### src/verilog/core_config.svh
//////////////////////////////
// widths, register addresses and timing
// constants shared by the core top RTL
//////////////////////////////

`ifndef CORE_CONFIG_SVH
`define CORE_CONFIG_SVH

// bridge bus
`define BRIDGE_ADDR_W 32
`define BRIDGE_DATA_W 32

// video
`define RGB_W 24
`define HS_DELAY_LOAD 7
`define SLOT_ORIENT_BIT 13

// save size entry, save_size counts 512 byte blocks
`define SAVE_SIZE_W 12
`define SAVE_BLOCK_BYTES 512
`define RTC_EXTRA_BYTES 12

// data table, size word of data slot index 3
`define DATATABLE_ADDR_W 10
`define DATATABLE_SAVE_ADDR 7

// external reset length, kept short for simulation
`define RESET_DELAY_CYCLES 256

`endif

### src/verilog/core_pkg.sv
//////////////////////////////
// bridge register map, system and orientation
// selections, data table handshake states
//////////////////////////////

`default_nettype none

`include "core_config.svh"

package core_pkg;

  // bridge register addresses, decoded as opcodes
  typedef enum logic [`BRIDGE_ADDR_W-1:0] {
    REG_CART_DOWNLOAD  = 32'h000,
    REG_COLOR_CART     = 32'h004,
    REG_MONO_BIOS      = 32'h008,
    REG_COLOR_BIOS     = 32'h00C,
    REG_SAVE_DOWNLOAD  = 32'h010,
    REG_RESET          = 32'h050,
    REG_SYSTEM         = 32'h100,
    REG_CPU_TURBO      = 32'h110,
    REG_TRIPLE_BUFFER  = 32'h200,
    REG_FLICKER_BLEND  = 32'h204,
    REG_ORIENTATION    = 32'h208,
    REG_FLIP_HORIZ     = 32'h20C,
    REG_FF_SOUND       = 32'h300
  } bridge_reg_t;

  typedef enum logic [1:0] {SYSTEM_AUTO, SYSTEM_MONO, SYSTEM_COLOR} system_sel_t;

  typedef enum logic [1:0] {
    ORIENT_AUTO       = 2'd0,
    ORIENT_HORIZONTAL = 2'd1,
    ORIENT_VERTICAL   = 2'd2
  } orientation_t;

  typedef enum logic [1:0] {DT_IDLE, DT_REQ, DT_RELEASE} dt_state_t;

endpackage

`default_nettype wire

### src/verilog/bridge_settings_regs.sv
//////////////////////////////
// bridge settings registers, delayed
// external reset and readback mux
//////////////////////////////

`default_nettype none

`include "core_config.svh"

module bridge_settings_regs import core_pkg::*; (
  input  logic                      clk_74a,
  input  logic                      pll_core_locked,
  input  logic [`BRIDGE_ADDR_W-1:0] bridge_addr,
  input  logic                      bridge_wr,
  input  logic [`BRIDGE_DATA_W-1:0] bridge_wr_data,
  output logic [`BRIDGE_DATA_W-1:0] bridge_rd_data,
  output logic [1:0]                cart_download,
  output logic [1:0]                bios_download,
  output logic                      save_download,
  output system_sel_t               configured_system,
  output logic                      use_cpu_turbo,
  output logic                      use_triple_buffer,
  output logic [1:0]                configured_flickerblend,
  output orientation_t              configured_orientation,
  output logic                      use_flip_horizontal,
  output logic                      use_fastforward_sound,
  output logic                      external_reset
);

  localparam int RST_CNT_W = $clog2(`RESET_DELAY_CYCLES + 1);
  localparam logic [RST_CNT_W-1:0] RST_LOAD = `RESET_DELAY_CYCLES;

  logic                 cart_dl_flag;
  logic                 is_color_cart;
  logic [RST_CNT_W-1:0] reset_count;

  //////////////////////////////
  // register writes
  //////////////////////////////

  always_ff @(posedge clk_74a or negedge pll_core_locked) begin
    if (!pll_core_locked) begin
      cart_dl_flag            <= 1'b0;
      is_color_cart           <= 1'b0;
      bios_download           <= 2'b00;
      save_download           <= 1'b0;
      configured_system       <= SYSTEM_AUTO;
      use_cpu_turbo           <= 1'b0;
      use_triple_buffer       <= 1'b0;
      configured_flickerblend <= 2'b00;
      configured_orientation  <= ORIENT_AUTO;
      use_flip_horizontal     <= 1'b0;
      use_fastforward_sound   <= 1'b0;
      reset_count             <= '0;
    end else begin
      if (reset_count != '0) begin
        reset_count <= reset_count - 1'b1;
      end

      if (bridge_wr) begin
        case (bridge_addr)
          REG_CART_DOWNLOAD: cart_dl_flag            <= bridge_wr_data[0];
          REG_COLOR_CART:    is_color_cart           <= bridge_wr_data[0];
          REG_MONO_BIOS:     bios_download[0]        <= bridge_wr_data[0];
          REG_COLOR_BIOS:    bios_download[1]        <= bridge_wr_data[0];
          REG_SAVE_DOWNLOAD: save_download           <= bridge_wr_data[0];
          // restarts the count if a pulse is already running
          REG_RESET:         reset_count             <= RST_LOAD;
          REG_SYSTEM:        configured_system       <= system_sel_t'(bridge_wr_data[1:0]);
          REG_CPU_TURBO:     use_cpu_turbo           <= bridge_wr_data[0];
          REG_TRIPLE_BUFFER: use_triple_buffer       <= bridge_wr_data[0];
          REG_FLICKER_BLEND: configured_flickerblend <= bridge_wr_data[1:0];
          REG_ORIENTATION:   configured_orientation  <= orientation_t'(bridge_wr_data[1:0]);
          REG_FLIP_HORIZ:    use_flip_horizontal     <= bridge_wr_data[0];
          REG_FF_SOUND:      use_fastforward_sound   <= bridge_wr_data[0];
          default: ;
        endcase
      end
    end
  end

  assign external_reset = (reset_count != '0);

  // colour cart in bit 1, mono cart in bit 0
  assign cart_download = {is_color_cart & cart_dl_flag, ~is_color_cart & cart_dl_flag};

  //////////////////////////////
  // readback
  //////////////////////////////

  always_comb begin
    bridge_rd_data = '0;
    case (bridge_addr)
      REG_CART_DOWNLOAD: bridge_rd_data[0]   = cart_dl_flag;
      REG_COLOR_CART:    bridge_rd_data[0]   = is_color_cart;
      REG_MONO_BIOS:     bridge_rd_data[0]   = bios_download[0];
      REG_COLOR_BIOS:    bridge_rd_data[0]   = bios_download[1];
      REG_SAVE_DOWNLOAD: bridge_rd_data[0]   = save_download;
      REG_RESET:         bridge_rd_data[0]   = external_reset;
      REG_SYSTEM:        bridge_rd_data[1:0] = configured_system;
      REG_CPU_TURBO:     bridge_rd_data[0]   = use_cpu_turbo;
      REG_TRIPLE_BUFFER: bridge_rd_data[0]   = use_triple_buffer;
      REG_FLICKER_BLEND: bridge_rd_data[1:0] = configured_flickerblend;
      REG_ORIENTATION:   bridge_rd_data[1:0] = configured_orientation;
      REG_FLIP_HORIZ:    bridge_rd_data[0]   = use_flip_horizontal;
      REG_FF_SOUND:      bridge_rd_data[0]   = use_fastforward_sound;
      default: ;
    endcase
  end

endmodule

`default_nettype wire

### src/verilog/core_top.sv
//////////////////////////////
// core top, bridge settings, data table
// writer and video shaping
//////////////////////////////

`default_nettype none

`include "core_config.svh"

module core_top import core_pkg::*; (
  input  logic                         clk_74a,
  input  logic                         pll_core_locked,
  // bridge bus
  input  logic [`BRIDGE_ADDR_W-1:0]    bridge_addr,
  input  logic                         bridge_wr,
  input  logic [`BRIDGE_DATA_W-1:0]    bridge_wr_data,
  // read is combinational, strobe not needed
  input  logic                         bridge_rd,
  output logic [`BRIDGE_DATA_W-1:0]    bridge_rd_data,
  // settings
  output logic [1:0]                   cart_download,
  output logic [1:0]                   bios_download,
  output logic                         save_download,
  output system_sel_t                  configured_system,
  output logic                         use_cpu_turbo,
  output logic                         use_triple_buffer,
  output logic [1:0]                   configured_flickerblend,
  output logic                         use_flip_horizontal,
  output logic                         use_fastforward_sound,
  output logic                         external_reset,
  // data table
  input  logic [`SAVE_SIZE_W-1:0]      save_size,
  input  logic                         has_rtc,
  input  logic                         datatable_ack,
  output logic                         datatable_req,
  output logic [`DATATABLE_ADDR_W-1:0] datatable_addr,
  output logic [`BRIDGE_DATA_W-1:0]    datatable_data,
  // video
  input  logic                         h_blank,
  input  logic                         v_blank,
  input  logic                         hsync_in,
  input  logic                         vsync_in,
  input  logic [`RGB_W-1:0]            rgb_in,
  input  logic                         is_vertical,
  output logic [`RGB_W-1:0]            video_rgb,
  output logic                         video_de,
  output logic                         video_hs,
  output logic                         video_vs
);

  orientation_t configured_orientation;

  bridge_settings_regs settings_i (
    .clk_74a                (clk_74a),
    .pll_core_locked        (pll_core_locked),
    .bridge_addr            (bridge_addr),
    .bridge_wr              (bridge_wr),
    .bridge_wr_data         (bridge_wr_data),
    .bridge_rd_data         (bridge_rd_data),
    .cart_download          (cart_download),
    .bios_download          (bios_download),
    .save_download          (save_download),
    .configured_system      (configured_system),
    .use_cpu_turbo          (use_cpu_turbo),
    .use_triple_buffer      (use_triple_buffer),
    .configured_flickerblend(configured_flickerblend),
    .configured_orientation (configured_orientation),
    .use_flip_horizontal    (use_flip_horizontal),
    .use_fastforward_sound  (use_fastforward_sound),
    .external_reset         (external_reset)
  );

  datatable_writer datatable_i (
    .clk_74a        (clk_74a),
    .pll_core_locked(pll_core_locked),
    .save_size      (save_size),
    .has_rtc        (has_rtc),
    .datatable_ack  (datatable_ack),
    .datatable_req  (datatable_req),
    .datatable_addr (datatable_addr),
    .datatable_data (datatable_data)
  );

  video_sync_shaper video_i (
    .clk_74a               (clk_74a),
    .pll_core_locked       (pll_core_locked),
    .h_blank               (h_blank),
    .v_blank               (v_blank),
    .hsync_in              (hsync_in),
    .vsync_in              (vsync_in),
    .rgb_in                (rgb_in),
    .is_vertical           (is_vertical),
    .configured_orientation(configured_orientation),
    .video_rgb             (video_rgb),
    .video_de              (video_de),
    .video_hs              (video_hs),
    .video_vs              (video_vs)
  );

endmodule

`default_nettype wire

### src/verilog/datatable_writer.sv
//////////////////////////////
// save size data table entry, sent to
// the host by four-phase req/ack
//////////////////////////////

`default_nettype none

`include "core_config.svh"

module datatable_writer import core_pkg::*; (
  input  logic                         clk_74a,
  input  logic                         pll_core_locked,
  input  logic [`SAVE_SIZE_W-1:0]      save_size,
  input  logic                         has_rtc,
  input  logic                         datatable_ack,
  output logic                         datatable_req,
  output logic [`DATATABLE_ADDR_W-1:0] datatable_addr,
  output logic [`BRIDGE_DATA_W-1:0]    datatable_data
);

  dt_state_t                 state;
  logic                      sent_valid;
  logic [`BRIDGE_DATA_W-1:0] last_sent;
  logic [`BRIDGE_DATA_W-1:0] size_entry;
  logic                      need_send;
  logic                      start_xfer;

  // bytes of save ram, rtc adds its own words at the end
  assign size_entry = `BRIDGE_DATA_W'(save_size) * `BRIDGE_DATA_W'(`SAVE_BLOCK_BYTES)
                    + (has_rtc ? `BRIDGE_DATA_W'(`RTC_EXTRA_BYTES) : '0);

  assign need_send  = !sent_valid || (size_entry != last_sent);
  assign start_xfer = (state == DT_IDLE) && need_send && !datatable_ack;

  assign datatable_addr = `DATATABLE_ADDR_W'(`DATATABLE_SAVE_ADDR);

  always_ff @(posedge clk_74a or negedge pll_core_locked) begin
    if (!pll_core_locked) begin
      state         <= DT_IDLE;
      datatable_req <= 1'b0;
      sent_valid    <= 1'b0;
    end else begin
      case (state)
        DT_IDLE: if (start_xfer) begin
          datatable_req <= 1'b1;
          state         <= DT_REQ;
        end
        DT_REQ: if (datatable_ack) begin
          datatable_req <= 1'b0;
          sent_valid    <= 1'b1;
          state         <= DT_RELEASE;
        end
        // wait for the host to drop ack
        DT_RELEASE: if (!datatable_ack) state <= DT_IDLE;
        default: state <= DT_IDLE;
      endcase
    end
  end

  // word held stable for the whole transfer
  always_ff @(posedge clk_74a) begin
    if (start_xfer) datatable_data <= size_entry;
    if (state == DT_REQ && datatable_ack) last_sent <= datatable_data;
  end

endmodule

`default_nettype wire

### src/verilog/video_sync_shaper.sv
//////////////////////////////
// registered video to the scaler with
// de, vs and delayed hs pulses and slot word
//////////////////////////////

`default_nettype none

`include "core_config.svh"

module video_sync_shaper import core_pkg::*; (
  input  logic              clk_74a,
  input  logic              pll_core_locked,
  input  logic              h_blank,
  input  logic              v_blank,
  input  logic              hsync_in,
  input  logic              vsync_in,
  input  logic [`RGB_W-1:0] rgb_in,
  input  logic              is_vertical,
  input  orientation_t      configured_orientation,
  output logic [`RGB_W-1:0] video_rgb,
  output logic              video_de,
  output logic              video_hs,
  output logic              video_vs
);

  localparam int HS_CNT_W = $clog2(`HS_DELAY_LOAD + 1);
  localparam logic [HS_CNT_W-1:0] HS_LOAD = `HS_DELAY_LOAD;
  // counter value seen at the sixth edge after the load
  localparam logic [HS_CNT_W-1:0] HS_FIRE = HS_LOAD - 3'd5;

  logic                hs_prev;
  logic                vs_prev;
  logic                de_prev;
  logic [HS_CNT_W-1:0] hs_delay;
  logic                de;
  logic                orient_vertical;
  logic [`RGB_W-1:0]   slot_rgb;

  assign de = ~(h_blank | v_blank);

  always_comb begin
    case (configured_orientation)
      ORIENT_AUTO:     orient_vertical = is_vertical;
      ORIENT_VERTICAL: orient_vertical = 1'b1;
      default:         orient_vertical = 1'b0;
    endcase
  end

  // scaler picks the vertical slot from this bit
  always_comb begin
    slot_rgb                   = '0;
    slot_rgb[`SLOT_ORIENT_BIT] = orient_vertical;
  end

  always_ff @(posedge clk_74a or negedge pll_core_locked) begin
    if (!pll_core_locked) begin
      video_rgb <= '0;
      video_de  <= 1'b0;
      video_hs  <= 1'b0;
      video_vs  <= 1'b0;
      hs_prev   <= 1'b0;
      vs_prev   <= 1'b0;
      de_prev   <= 1'b0;
      hs_delay  <= '0;
    end else begin
      video_de <= de;
      if (de) video_rgb <= rgb_in;
      else if (de_prev) video_rgb <= slot_rgb;
      else video_rgb <= '0;

      // hsync held back so it never lands on the vsync pulse
      if (!hs_prev && hsync_in) hs_delay <= HS_LOAD;
      else if (hs_delay != '0) hs_delay <= hs_delay - 1'b1;
      video_hs <= (hs_delay == HS_FIRE);

      video_vs <= !vs_prev && vsync_in;

      hs_prev <= hsync_in;
      vs_prev <= vsync_in;
      de_prev <= de;
    end
  end

endmodule

`default_nettype wire
### config.mk
export PLATFORM = sky130hd
export DESIGN_NAME = core_top
export DESIGN_NICKNAME = d
export VERILOG_FILES = /design/src/verilog/core_pkg.sv /design/src/verilog/bridge_settings_regs.sv /design/src/verilog/core_top.sv /design/src/verilog/datatable_writer.sv /design/src/verilog/video_sync_shaper.sv
export VERILOG_INCLUDE_DIRS = /design/src /design/src/verilog
export SDC_FILE = /design/constraint.sdc
export NUM_CORES = 1
export LEC_CHECK = 0
export ABC_AREA = 0
export BUFFER_PORTS_ARGS = -buffer_cell sky130_fd_sc_hd__buf_4
export CAP_MARGIN = 20
export CORE_ASPECT_RATIO = 0.9
export CORE_MARGIN = 10
export CORE_UTILIZATION = 45
export DETAILED_ROUTE_END_ITERATION = 6
export PLACE_DENSITY = 0.79
export SLEW_MARGIN = 20
export SYNTH_ARGS = -nofsm -noshare
export SYNTH_HDL_FRONTEND = slang
export SYNTH_SLANG_ARGS = --single-unit
### constraint.sdc
create_clock -name clk_74a -period 2.5 [get_ports clk_74a]
set_clock_uncertainty 0.15 [all_clocks]
set_input_delay 0.375 -clock clk_74a [delete_from_list [all_inputs] [get_ports clk_74a]]
set_output_delay 0.375 -clock clk_74a [all_outputs]
set_load 0.005 [all_outputs]
==> results by group, run 1 <==
Outcome
  – Status: complete, but fails checks
  – Violated checks: negative setup slack

Synthesis
  – Leading register cell type out of synthesis: sky130_fd_sc_hd__dfrtp_1
  – Count of unique library cells instantiated by Yosys: 46
  – EDFF count, synth: 26
  – Yosys warning total: 0
  – Area share of the largest cell type after synthesis: 36.1%
  – Top cells by area in the synthesized netlist: sky130_fd_sc_hd__dfrtp_1 (36%), sky130_fd_sc_hd__edfxtp_1 (19%), sky130_fd_sc_hd__buf_4 (11%)
  – Share of flip-flops with an asynchronous set or reset: 69.8%
  – Number of storage elements in the synthesis netlist: 86
  – Register area share after synthesis: 54.9%
  – Count of mapped cells out of synthesis: 348
  – Cell accounting for the most synthesized area: sky130_fd_sc_hd__dfrtp_1
  – Post-synthesis area per instance: 11.9 sq um
  – Combined area of all synthesized cells: 4160 sq um

Power
  – Highest ir drop seen on vdd: 375 uV
  – Pwr Density: 556 nW/um^2
  – Leakage power: 0.00255 uW

STA
  – Setup repair after global routing missed its margin: yes
  – Transition time at the pin with the least slew margin: 0.747 ns
  – Max-slew headroom: 50.2%
  – Maximum clock rate: 377 MHz
  – Final number of setup-violating endpoints: 2
  – Hold Fails Final Rpt: 0
  – Period minus WS final: 2.65 ns
  – Post-layout worst setup margin: -0.152 ns
  – Number of max-slew violations in the final report: 0
  – Period Utilization, post-route: 106%

Finish
  – Ant. Diodes: 0
  – Sequential cell area: 2280 sq um
  – Post-route non-filler standard cell count: 637
  – Area used by multi-input combinational logic: 1560 sq um
  – Fraction of final layout cells with drive strength greater than 1: 40.6%
  – Nets: 625
  – Area Overhead vs Synth: 31.6%
  – Number of fillers in the final layout: 713
  – Final core utilization: 60.5%

Place
  – Worst-case setup slack after placement: 0.0898 ns
  – RD Place Congestion: 0.862
  – Total placed cells including tap cells: 608
  – Buffers on Ports: 137
  – Placed wire-length estimate: 8210 um

Setup path
  – Critical Path Sink Type: output port
  – CP required: 1.98 ns
  – Largest fanout on the critical path: 3
  – Signal arrival time at the worst endpoint: 2.13 ns
  – Reg2Reg Setup Slack: 0.43 ns
  – Startpoint Class: register
  – Worst Setup Path Type: reg -> out

Global route
  – First-pass GRT wire length: 16,200 um
  – Global route overflow: 0
  – Pin count of the biggest net entering global routing: 61
  – Number of antenna violations at the first check in global routing: 0
  – Via count of the first global-routing pass: 3,150
  – GRT Overall Usage: 14.7%

Drt
  – Routed via count divided by cell count: 4.76
  – Post-detailed-route DRC marker count: 0
  – Total via count in the routed design: 3,033
  – Detailed router's first-iteration violation count: 116
  – WL/cell: 16.3 um
  – Post-DRT Antenna Nets: 0
  – Aggregate routed wire length: 10,400 um
  – DRT Pass-1 Iters: 4

Die
  – Cell Rows: 33
  – Die boundary width: 121 um
  – Vertical die dimension: 111 um
  – Die Outline Area: 13,500 sq um
  – Effective utilization at floorplan: 46.0%
  – Area of the core: 9040 sq um
  – Number of ports placed on the die boundary: 227

Flow run
  – Maximum capacitance violations: 0

Clock network
  – Clock latency at the later pin of the worst-skew pair: 0.34 ns
  – Cts bufs inserted: 9
  – Number of clock sinks: 86
  – H-tree depth reported by CTS: 3
  – Clock tree from TritonCTS: done
  – Clock root buffer: sky130_fd_sc_hd__clkbuf_8
  – Clock-pin transition on the worst setup and hold timing paths: 0.10 ns
  – Clock buffer depth: 2

Hold path
  – Path category of the worst min-delay check: in -> reg
[synth_stat cells (all sizes together) (5+ instances only)]
library cell and number:
xnor2 15, nor2b 8, dfrtp 60, nand4 6
clkbuf 7, nor2 15, mux2i 6, and2 25
edfxtp 26, o21ai 6, mux2 16, buf 62
nor4 20, nand2 13, inv 5, nand2b 6
[layout make-up]
class,instances,area share (%)
clock buffer,10,2.52
clock inverter,6,1.37
inverter,5,0.343
multi-input combinational,244,28.6
sequential,86,41.7
tap,122,2.79
timing repair buffer,164,22.7
[flip-flops by register name, indices dropped and copies added, names as in the netlist, 2 cells and up]
register / flops
settings_i.configured_orientation: 2
settings_i.configured_flickerblend: 2
settings_i.bios_download: 2
video_i.video_rgb: 24
settings_i.reset_count: 9
datatable_i.datatable_data: 13
datatable_i.last_sent: 13
video_i.hs_delay: 3
settings_i.configured_system: 2
datatable_i.state: 2
[cell usage in the layout (no fill, tap or decap), types with 8 or more instances in the layout]
| master | n |
|---|---|
| sky130_fd_sc_hd__clkbuf_8 | 10 |
| sky130_fd_sc_hd__nor4_1 | 18 |
| sky130_fd_sc_hd__dfrtp_1 | 60 |
| sky130_fd_sc_hd__xnor2_1 | 15 |
| sky130_fd_sc_hd__edfxtp_1 | 26 |
| sky130_fd_sc_hd__and2_1 | 25 |
| sky130_fd_sc_hd__buf_4 | 160 |
| sky130_fd_sc_hd__mux2_2 | 16 |
| sky130_fd_sc_hd__nor2b_1 | 8 |
| sky130_fd_sc_hd__nand2_1 | 13 |
| sky130_fd_sc_hd__nor2_1 | 14 |
| sky130_fd_sc_hd__conb_1 | 58 |
[metal layers]
layer	part of all wire, %	global-route usage, %	up-vias
li1	-	-	1423
met5	0	0	-
met3	9.3	4.63	12
met4	1.5	5.40	0
met2	52	24.4	120
met1	37	17.3	1478
[power breakdown]
part	total, uW	switching (uW)	internal, uW
Combinational	434	212	222
Clock	1020	509	509
Sequential	1590	43.8	1540
[final timing paths]
path / startpoint / end / depth (start not counted)
worst max register to register: settings_i.reset_count[0] / settings_i.reset_count[1] / 7
worst max-delay path: settings_i.reset_count[0] / bridge_rd_data[0] / 7
worst min-delay path: save_size[0] / datatable_i.datatable_data[9] / 1
min in group asynchronous: pll_core_locked / settings_i.configured_system[0] / 2
worst min register to register: video_i.vs_prev / video_i.video_vs / 1
max in group asynchronous: pll_core_locked / settings_i.reset_count[7] / 2
[critical path: stages, from the launching register on]
cell and delay (ns):
sky130_fd_sc_hd__dfrtp_1 0.39, sky130_fd_sc_hd__inv_1 0.06, sky130_fd_sc_hd__ha_2 0.16, sky130_fd_sc_hd__or3b_4 0.39
sky130_fd_sc_hd__or3_4 0.35, sky130_fd_sc_hd__or4b_4 0.21, sky130_fd_sc_hd__a31oi_1 0.08, sky130_fd_sc_hd__buf_4 0.15
[timing repair]
item / 4_1_cts / 5_1_grt
endpoints found under the setup margin: 2 / 2
endpoints found under the hold margin: 62 / 0
pin swaps: 0 / 1
hold buffers: 3 / 0
resized for setup: 4 / 1
buffers inserted: 5 / 5
[through the flow]
step           hold slack, ns  power [uW]  area (sq um)  TNS (ns)
2_1_floorplan         -0.0706        1870          4370         0
3_3_place_gp            0.236        2020          5130         0
3_5_place_dp            0.237        2050          5130         0
4_1_cts                0.0467        3080          5430    -0.188
5_1_grt                0.0445        3200          5470    -0.380
6_report               0.0676        3040          5470    -0.263
[cells by family (layout without fill, tap and decap cells)]
logic type	Yosys count	after routing	share of synthesized area, %
DFF	86	86	54.9
xor gates and xnor gates	19	19	4.00
other	2	58	0.181
AOI/OAI and AO/OA	22	22	3.64
muxes	22	22	5.78
and+or+nand+nor	119	119	17.3
buffers and inverters	74	185	12.9
adders and majority gates	4	4	1.20
No activity file was read; power rests on OpenSTA's default activity.
==> run 2: changes to the inputs <==
--- a/config.mk
+++ b/config.mk
@@ -9,11 +9,14 @@
 export ABC_AREA = 0
 export BUFFER_PORTS_ARGS = -buffer_cell sky130_fd_sc_hd__buf_4
 export CAP_MARGIN = 20
+export CELL_PAD_IN_SITES_DETAIL_PLACEMENT = 1
+export CELL_PAD_IN_SITES_GLOBAL_PLACEMENT = 1
 export CORE_ASPECT_RATIO = 0.9
 export CORE_MARGIN = 10
-export CORE_UTILIZATION = 45
+export CORE_UTILIZATION = 33
 export DETAILED_ROUTE_END_ITERATION = 6
-export PLACE_DENSITY = 0.79
+export PLACE_DENSITY = 0.78
+export SKIP_CTS_REPAIR_TIMING = 1
 export SLEW_MARGIN = 20
 export SYNTH_ARGS = -nofsm -noshare
 export SYNTH_HDL_FRONTEND = slang
==> run 2 against run 1 <==
The flow finishes with violations (negative hold slack, negative setup slack). Register-to-register slack got worse by 0.02 ns. Sequential power barely moved. Worst hold slack got worse by 0.099 ns. Die area increased by 30%. Clock power is 47% higher. Worst setup slack better by 0.045 ns. First-iteration DRC count increased by 44%. Utilization shrank 15 points. Critical path type unchanged. Largest cell class unchanged.
==> results by group, run 2 (synthesized netlist as in run 1, its figures left out) <==
Outcome
  – Status: complete, but fails checks (unchanged)
  – Violated checks: negative hold slack, negative setup slack (was negative setup slack)

Finish
  – Ant. Diodes: 0 (unchanged)
  – Max reg flops: 24 (unchanged)
  – Area Overhead vs Synth: 34.6% (was 31.6%)
  – Final instance area: 5590 sq um (was 5470 sq um)
  – Number of fillers in the final layout: 1,390 (was 713)
  – Nets: 618 (was 625)
  – Fraction of final layout cells with drive strength greater than 1: 40.2% (was 40.6%)
  – Register containing the most flip-flops in the final layout: video_i.video_rgb (unchanged)
  – Commonest cells after routing, fill and taps aside: sky130_fd_sc_hd__buf_4 (155), sky130_fd_sc_hd__dfrtp_1 (60), sky130_fd_sc_hd__conb_1 (58) (was sky130_fd_sc_hd__buf_4 (160), sky130_fd_sc_hd__dfrtp_1 (60), sky130_fd_sc_hd__conb_1 (58))
  – Commonest non-fill, non-tap cell in the layout: sky130_fd_sc_hd__buf_4 (unchanged)
  – Leading registers by flop count: video_i.video_rgb x24, datatable_i.datatable_data x13, datatable_i.last_sent x13 (unchanged)

Drt
  – Aggregate routed wire length: 12,100 um (was 10,400 um)
  – Met2 wire length: 6820 um (was 5390 um)
  – Post-detailed-route DRC marker count: 0 (unchanged)
  – Post-DRT Antenna Nets: 0 (unchanged)
  – Met3 wire length: 569 um (was 968 um)
  – Metal-1 WL: 4570 um (was 3860 um)
  – Top Layer Used: met4 (unchanged)
  – DRT Pass-1 Iters: 4 (unchanged)
  – WL/cell: 18.1 um (was 16.3 um)
  – Total via count in the routed design: 2,998 (was 3,033)
  – Routed via count divided by cell count: 4.49 (was 4.76)
  – Detailed router's first-iteration violation count: 167 (was 116)

Global route
  – First-pass GRT wire length: 18,800 um (was 16,200 um)
  – Number of antenna violations at the first check in global routing: 0 (unchanged)
  – Via count of the first global-routing pass: 3,335 (was 3,150)
  – Global route overflow: 0 (unchanged)
  – Pin count of the biggest net entering global routing: 61 (unchanged)
  – GRT Overall Usage: 13.3% (was 14.7%)

Clock network
  – Clock root buffer: sky130_fd_sc_hd__clkbuf_16 (was sky130_fd_sc_hd__clkbuf_8)
  – Cts bufs inserted: 9 (unchanged)
  – H-tree depth reported by CTS: 3 (unchanged)
  – Number of clock sinks: 86 (unchanged)
  – Clock latency at the later pin of the worst-skew pair: 0.33 ns (was 0.34 ns)
  – Clock tree from TritonCTS: done (unchanged)
  – Clock-pin transition on the worst setup and hold timing paths: 0.06 ns (was 0.10 ns)
  – Clock buffer depth: 2 (unchanged)

Setup path
  – Largest fanout on the critical path: 4 (was 3)
  – CP required: 1.98 ns (about the same)
  – Worst Setup Path Type: reg -> out (unchanged)
  – Critical Path Sink Type: output port (unchanged)
  – Signal arrival time at the worst endpoint: 2.08 ns (was 2.13 ns)
  – Worst reg2reg path depth: 6 (was 7)
  – Startpoint Class: register (unchanged)

Die
  – Number of ports placed on the die boundary: 227 (unchanged)
  – Vertical die dimension: 126 um (was 111 um)
  – Area of the core: 12,200 sq um (was 9040 sq um)
  – Die Outline Area: 17,500 sq um (was 13,500 sq um)
  – Cell Rows: 38 (was 33)
  – Effective utilization at floorplan: 34.1% (was 46.0%)
  – Die boundary width: 138 um (was 121 um)

Place
  – Cell Area, Placed: 5170 sq um (was 5130 sq um)
  – Buffers on Ports: 137 (unchanged)
  – RD Place Congestion: 0.820 (was 0.862)
  – Worst-case setup slack after placement: 0.0935 ns (was 0.0898 ns)
  – Placed wire-length estimate: 9750 um (was 8210 um)

STA
  – Period Utilization, post-route: 104% (was 106%)
  – Post-layout worst setup margin: -0.107 ns (was -0.152 ns)
  – Maximum clock rate: 384 MHz (was 377 MHz)
  – Transition time at the pin with the least slew margin: 0.762 ns (was 0.747 ns)
  – Number of max-slew violations in the final report: 0 (unchanged)
  – Hold Fails Final Rpt: 60 (was 0)
  – Max-slew headroom: 49.1% (was 50.2%)
  – Final number of setup-violating endpoints: 2 (unchanged)
  – Hold WS: -0.0314 ns (was 0.0676 ns)
  – Setup repair after global routing missed its margin: yes (unchanged)
  – Period minus WS final: 2.61 ns (was 2.65 ns)

Power
  – Leakage power: 0.00257 uW (was 0.00255 uW)
  – Pwr Density: 632 nW/um^2 (was 556 nW/um^2)
  – Pwr Total: 3540 uW (was 3040 uW)
  – Highest ir drop seen on vdd: 396 uV (was 375 uV)

Hold path
  – Path category of the worst min-delay check: in -> async (was in -> reg)

Flow run
  – Maximum capacitance violations: 0 (unchanged)
## run 2: worst max-delay path, cell delays in order (launching register included)
cell and delay [ns]:
sky130_fd_sc_hd__dfrtp_1 0.39, sky130_fd_sc_hd__or4_4 0.56, sky130_fd_sc_hd__or3_4 0.38, sky130_fd_sc_hd__or4b_1 0.17
sky130_fd_sc_hd__a31oi_1 0.09, sky130_fd_sc_hd__buf_4 0.15
## run 2: where the power goes
group          internal (uW)  switching, uW  total (uW)
logic                    222            223         444
registers               1550           45.9        1590
clock network            971            528        1500
total                   2740            797        3540
## run 2: area by class of cell
type | count | area [sq um] | area share [%]
multi-input combinational | 244 | 1570 | 28.1
inverter | 5 | 18.8 | 0.336
clock inverter | 7 | 113 | 2.01
sequential | 86 | 2280 | 40.8
timing repair buffer | 157 | 1180 | 21.2
clock buffer | 9 | 225 | 4.03
tap | 160 | 200 | 3.58
## run 2: path summary, 6_finish.rpt
kind                                        endpoint  slack [ns]                       from
max in group asynchronous       video_i.video_rgb[6]        1.73            pll_core_locked
min in group clk_74a                 video_i.vs_prev        0.01                   vsync_in
hold reg to reg                     video_i.video_vs        0.24            video_i.vs_prev
hold / removal              settings_i.use_cpu_turbo       -0.03            pll_core_locked
setup / recovery                   bridge_rd_data[0]       -0.11  settings_i.reset_count[7]
setup reg to reg           settings_i.reset_count[0]        0.41  settings_i.reset_count[7]
## run 2: stage by stage
step	util, %	hold WS (ns)	instances	setup TNS, ns
after global placement	42.5	0.236	645	0
after floorplan	-	-0.0706	404	0
final	45.9	-0.0314	668	-0.195
after detailed placement	42.5	0.237	645	0
after global routing	45.9	0.000492	668	-0.352
after CTS	45.3	-0.00455	661	-0.455
## run 2: routing by layer
metal	vias up	track usage, %
met5	-	0
met2	98	25.1
met4	0	3.78
met1	1482	14.3
li1	1406	-
met3	12	3.69
==> run 3: changes to the inputs <==
--- a/config.mk
+++ b/config.mk
@@ -10,12 +10,12 @@
 export BUFFER_PORTS_ARGS = -buffer_cell sky130_fd_sc_hd__buf_4
 export CAP_MARGIN = 20
 export CELL_PAD_IN_SITES_DETAIL_PLACEMENT = 1
-export CELL_PAD_IN_SITES_GLOBAL_PLACEMENT = 1
+export CELL_PAD_IN_SITES_GLOBAL_PLACEMENT = 2
 export CORE_ASPECT_RATIO = 0.9
 export CORE_MARGIN = 10
-export CORE_UTILIZATION = 33
+export CORE_UTILIZATION = 26
 export DETAILED_ROUTE_END_ITERATION = 6
-export PLACE_DENSITY = 0.78
+export PLACE_DENSITY = 0.77
 export SKIP_CTS_REPAIR_TIMING = 1
 export SLEW_MARGIN = 20
 export SYNTH_ARGS = -nofsm -noshare
==> run 3 against run 2 <==
The run still ends with negative hold slack, negative setup slack left. Flip-flop and latch count did not move. First-iteration DRC count is 32% lower. Via count fell by 0.40%. Wire length up 1.6%. Maximum frequency is essentially flat. Final cell count grew 6.3%. Clock power barely moved. Count of clock-buffer cells in the layout rose by 1. Register-to-register slack got worse by 0.07 ns. Global-route usage down 2.2 points. Design area grew 1.1%. Largest cell class unchanged. Highest routed layer unchanged.
==> results by group, run 3 (synthesized netlist as in run 1, its figures left out) <==
Global route
  – Gr busiest metal: met2 (unchanged)
  – GRT Overall Usage: 11.1% (was 13.3%)
  – Global route overflow: 0 (unchanged)
  – Number of antenna violations at the first check in global routing: 0 (unchanged)
  – Met1 Usage GRT: 11.8% (was 14.3%)
  – Met3 track demand over resource: 4.29% (was 3.69%)
  – Pin count of the biggest net entering global routing: 61 (unchanged)
  – Via count of the first global-routing pass: 3,274 (was 3,335)
  – Met2 usage: 20.1% (was 25.1%)
  – First-pass GRT wire length: 18,900 um (was 18,800 um)

STA
  – Max-slew headroom: 47.5% (was 49.1%)
  – Period minus WS final: 2.61 ns (about the same)
  – Maximum clock rate: 383 MHz (was 384 MHz)
  – Final number of setup-violating endpoints: 2 (unchanged)
  – Setup repair after global routing missed its margin: yes (unchanged)
  – Hold Fails Final Rpt: 60 (unchanged)
  – Hold WS: -0.0352 ns (was -0.0314 ns)
  – Transition time at the pin with the least slew margin: 0.787 ns (was 0.762 ns)
  – Period Utilization, post-route: 104% (about the same)
  – Setup TNS: -0.204 ns (was -0.195 ns)
  – Number of max-slew violations in the final report: 0 (unchanged)
  – Post-layout worst setup margin: -0.108 ns (was -0.107 ns)

Setup path
  – Launch instance of the worst register-to-register path: settings_i.reset_count[0] (was settings_i.reset_count[7])
  – Worst Setup Path Type: reg -> out (unchanged)
  – Signal arrival time at the worst endpoint: 2.08 ns (about the same)
  – Cell-by-cell listing of the critical path: inv_2, ha_4, or3b_4, or3_4, or4b_1, a31oi_1, buf_4 (was or4_4, or3_4, or4b_1, a31oi_1, buf_4)
  – Delay-heaviest family, CP: simple AND/OR/NAND/NOR gates (unchanged)
  – CP max stage cell: sky130_fd_sc_hd__dfrtp_1 (was sky130_fd_sc_hd__or4_4)
  – Peak per-stage delay on the critical path: 0.41 ns (was 0.56 ns)
  – Buffers plus inverters on the worst setup path: 2 (was 1)
  – CP required: 1.98 ns (about the same)
  – Startpoint Class: register (unchanged)
  – Launching instance or port of the critical path: settings_i.reset_count[0] (was settings_i.reset_count[7])
  – Largest fanout on the critical path: 4 (unchanged)
  – Critical Path Sink Type: output port (unchanged)

Finish
  – Final core utilization: 36.4% (was 45.9%)
  – Commonest cells after routing, fill and taps aside: sky130_fd_sc_hd__buf_4 (154), sky130_fd_sc_hd__dfrtp_1 (59), sky130_fd_sc_hd__conb_1 (58) (was sky130_fd_sc_hd__buf_4 (155), sky130_fd_sc_hd__dfrtp_1 (60), sky130_fd_sc_hd__conb_1 (58))
  – Leading registers by flop count: video_i.video_rgb x24, datatable_i.datatable_data x13, datatable_i.last_sent x13 (unchanged)
  – Max reg flops: 24 (unchanged)
  – Fraction of final layout cells with drive strength greater than 1: 40.2% (unchanged)
  – Area Overhead vs Synth: 36.0% (was 34.6%)
  – Nets: 618 (unchanged)
  – Register containing the most flip-flops in the final layout: video_i.video_rgb (unchanged)
  – Post-route non-filler standard cell count: 710 (was 668)
  – Commonest non-fill, non-tap cell in the layout: sky130_fd_sc_hd__buf_4 (unchanged)
  – Ant. Diodes: 0 (unchanged)

Place
  – RD Place Congestion: 0.739 (was 0.820)
  – Worst-case setup slack after placement: 0.0636 ns (was 0.0935 ns)
  – Placed wire-length estimate: 9720 um (was 9750 um)
  – Buffers on Ports: 137 (unchanged)
  – Total placed cells including tap cells: 684 (was 645)

Die
  – Die Outline Area: 21,500 sq um (was 17,500 sq um)
  – Cell Rows: 43 (was 38)
  – Number of ports placed on the die boundary: 227 (unchanged)
  – Area of the core: 15,500 sq um (was 12,200 sq um)
  – Die boundary width: 153 um (was 138 um)
  – Effective utilization at floorplan: 26.7% (was 34.1%)
  – Vertical die dimension: 140 um (was 126 um)

Clock network
  – Clock latency at the later pin of the worst-skew pair: 0.34 ns (was 0.33 ns)
  – Clock root buffer: sky130_fd_sc_hd__clkbuf_16 (unchanged)
  – Clock tree from TritonCTS: done (unchanged)
  – Clock buffer depth: 2 (unchanged)
  – Number of clock sinks: 86 (unchanged)
  – H-tree depth reported by CTS: 3 (unchanged)
  – Cts bufs inserted: 9 (unchanged)
  – Clock-pin transition on the worst setup and hold timing paths: 0.06 ns (about the same)

Hold path
  – Path category of the worst min-delay check: in -> async (unchanged)

Drt
  – Aggregate routed wire length: 12,300 um (was 12,100 um)
  – DRT Pass-1 Iters: 4 (unchanged)
  – Routed via count divided by cell count: 4.21 (was 4.49)
  – WL/cell: 17.3 um (was 18.1 um)
  – Total via count in the routed design: 2,986 (was 2,998)
  – Post-detailed-route DRC marker count: 0 (unchanged)
  – Detailed router's first-iteration violation count: 113 (was 167)
  – Post-DRT Antenna Nets: 0 (unchanged)

Power
  – Leakage power: 0.00256 uW (was 0.00257 uW)
  – Highest ir drop seen on vdd: 303 uV (was 396 uV)
  – Pwr Density: 629 nW/um^2 (was 632 nW/um^2)

Outcome
  – Status: complete, but fails checks (unchanged)
  – Violated checks: negative hold slack, negative setup slack (unchanged)

Flow run
  – Maximum capacitance violations: 0 (unchanged)
## run 3: report_power, final
part           total (uW)  leakage, uW  internal (uW)  switching (uW)
sequential           1590      0.00101           1550            45.6
clock                1520     0.000160            975             549
combinational         442      0.00139            223             219
total                3560      0.00256           2740             814
## run 3: cell type report
type,count,area [sq um]
clock buffers,10,229
fillers,1719,9900
inverters,5,18.8
repair buffers,157,1190
flip-flops and latches,86,2280
clock inverters,6,110
multi-input cells,244,1570
well taps,202,253
## run 3: per-layer routing
metal,vias up,wire length (um)
li1,1403,-
met1,1484,4580
met2,87,6740
met3,12,825
met4,0,152
met5,-,0
## run 3: path summary, 6_finish.rpt
check / depth (start not counted) / slack (ns) / end
worst min-delay path: 1 / -0.04 / settings_i.reset_count[1]
min in group clk_74a: 2 / 0.07 / datatable_i.state[0]
worst max-delay path: 7 / -0.11 / bridge_rd_data[0]
worst min register to register: 1 / 0.25 / video_i.video_vs
max in group asynchronous: 1 / 1.68 / settings_i.reset_count[4]
worst max register to register: 9 / 0.34 / settings_i.reset_count[0]
## run 3: metrics by stage
step                instance area, sq um  total power (uW)
floorplan                           4370              1870
global placement                    5210              2030
detailed placement                  5210              2060
CTS                                 5550              3620
global route                        5650              3750
finish                              5650              3560
## run 3: worst register-to-register path: cells and delay by family (launching register included)
kind,cells,cell delay [ns]
adders and majority gates,1,0.14
DFF,1,0.41
and+or+nand+nor,3,0.78
xor gates and xnor gates,1,0.12
buffers and inverters,4,0.46
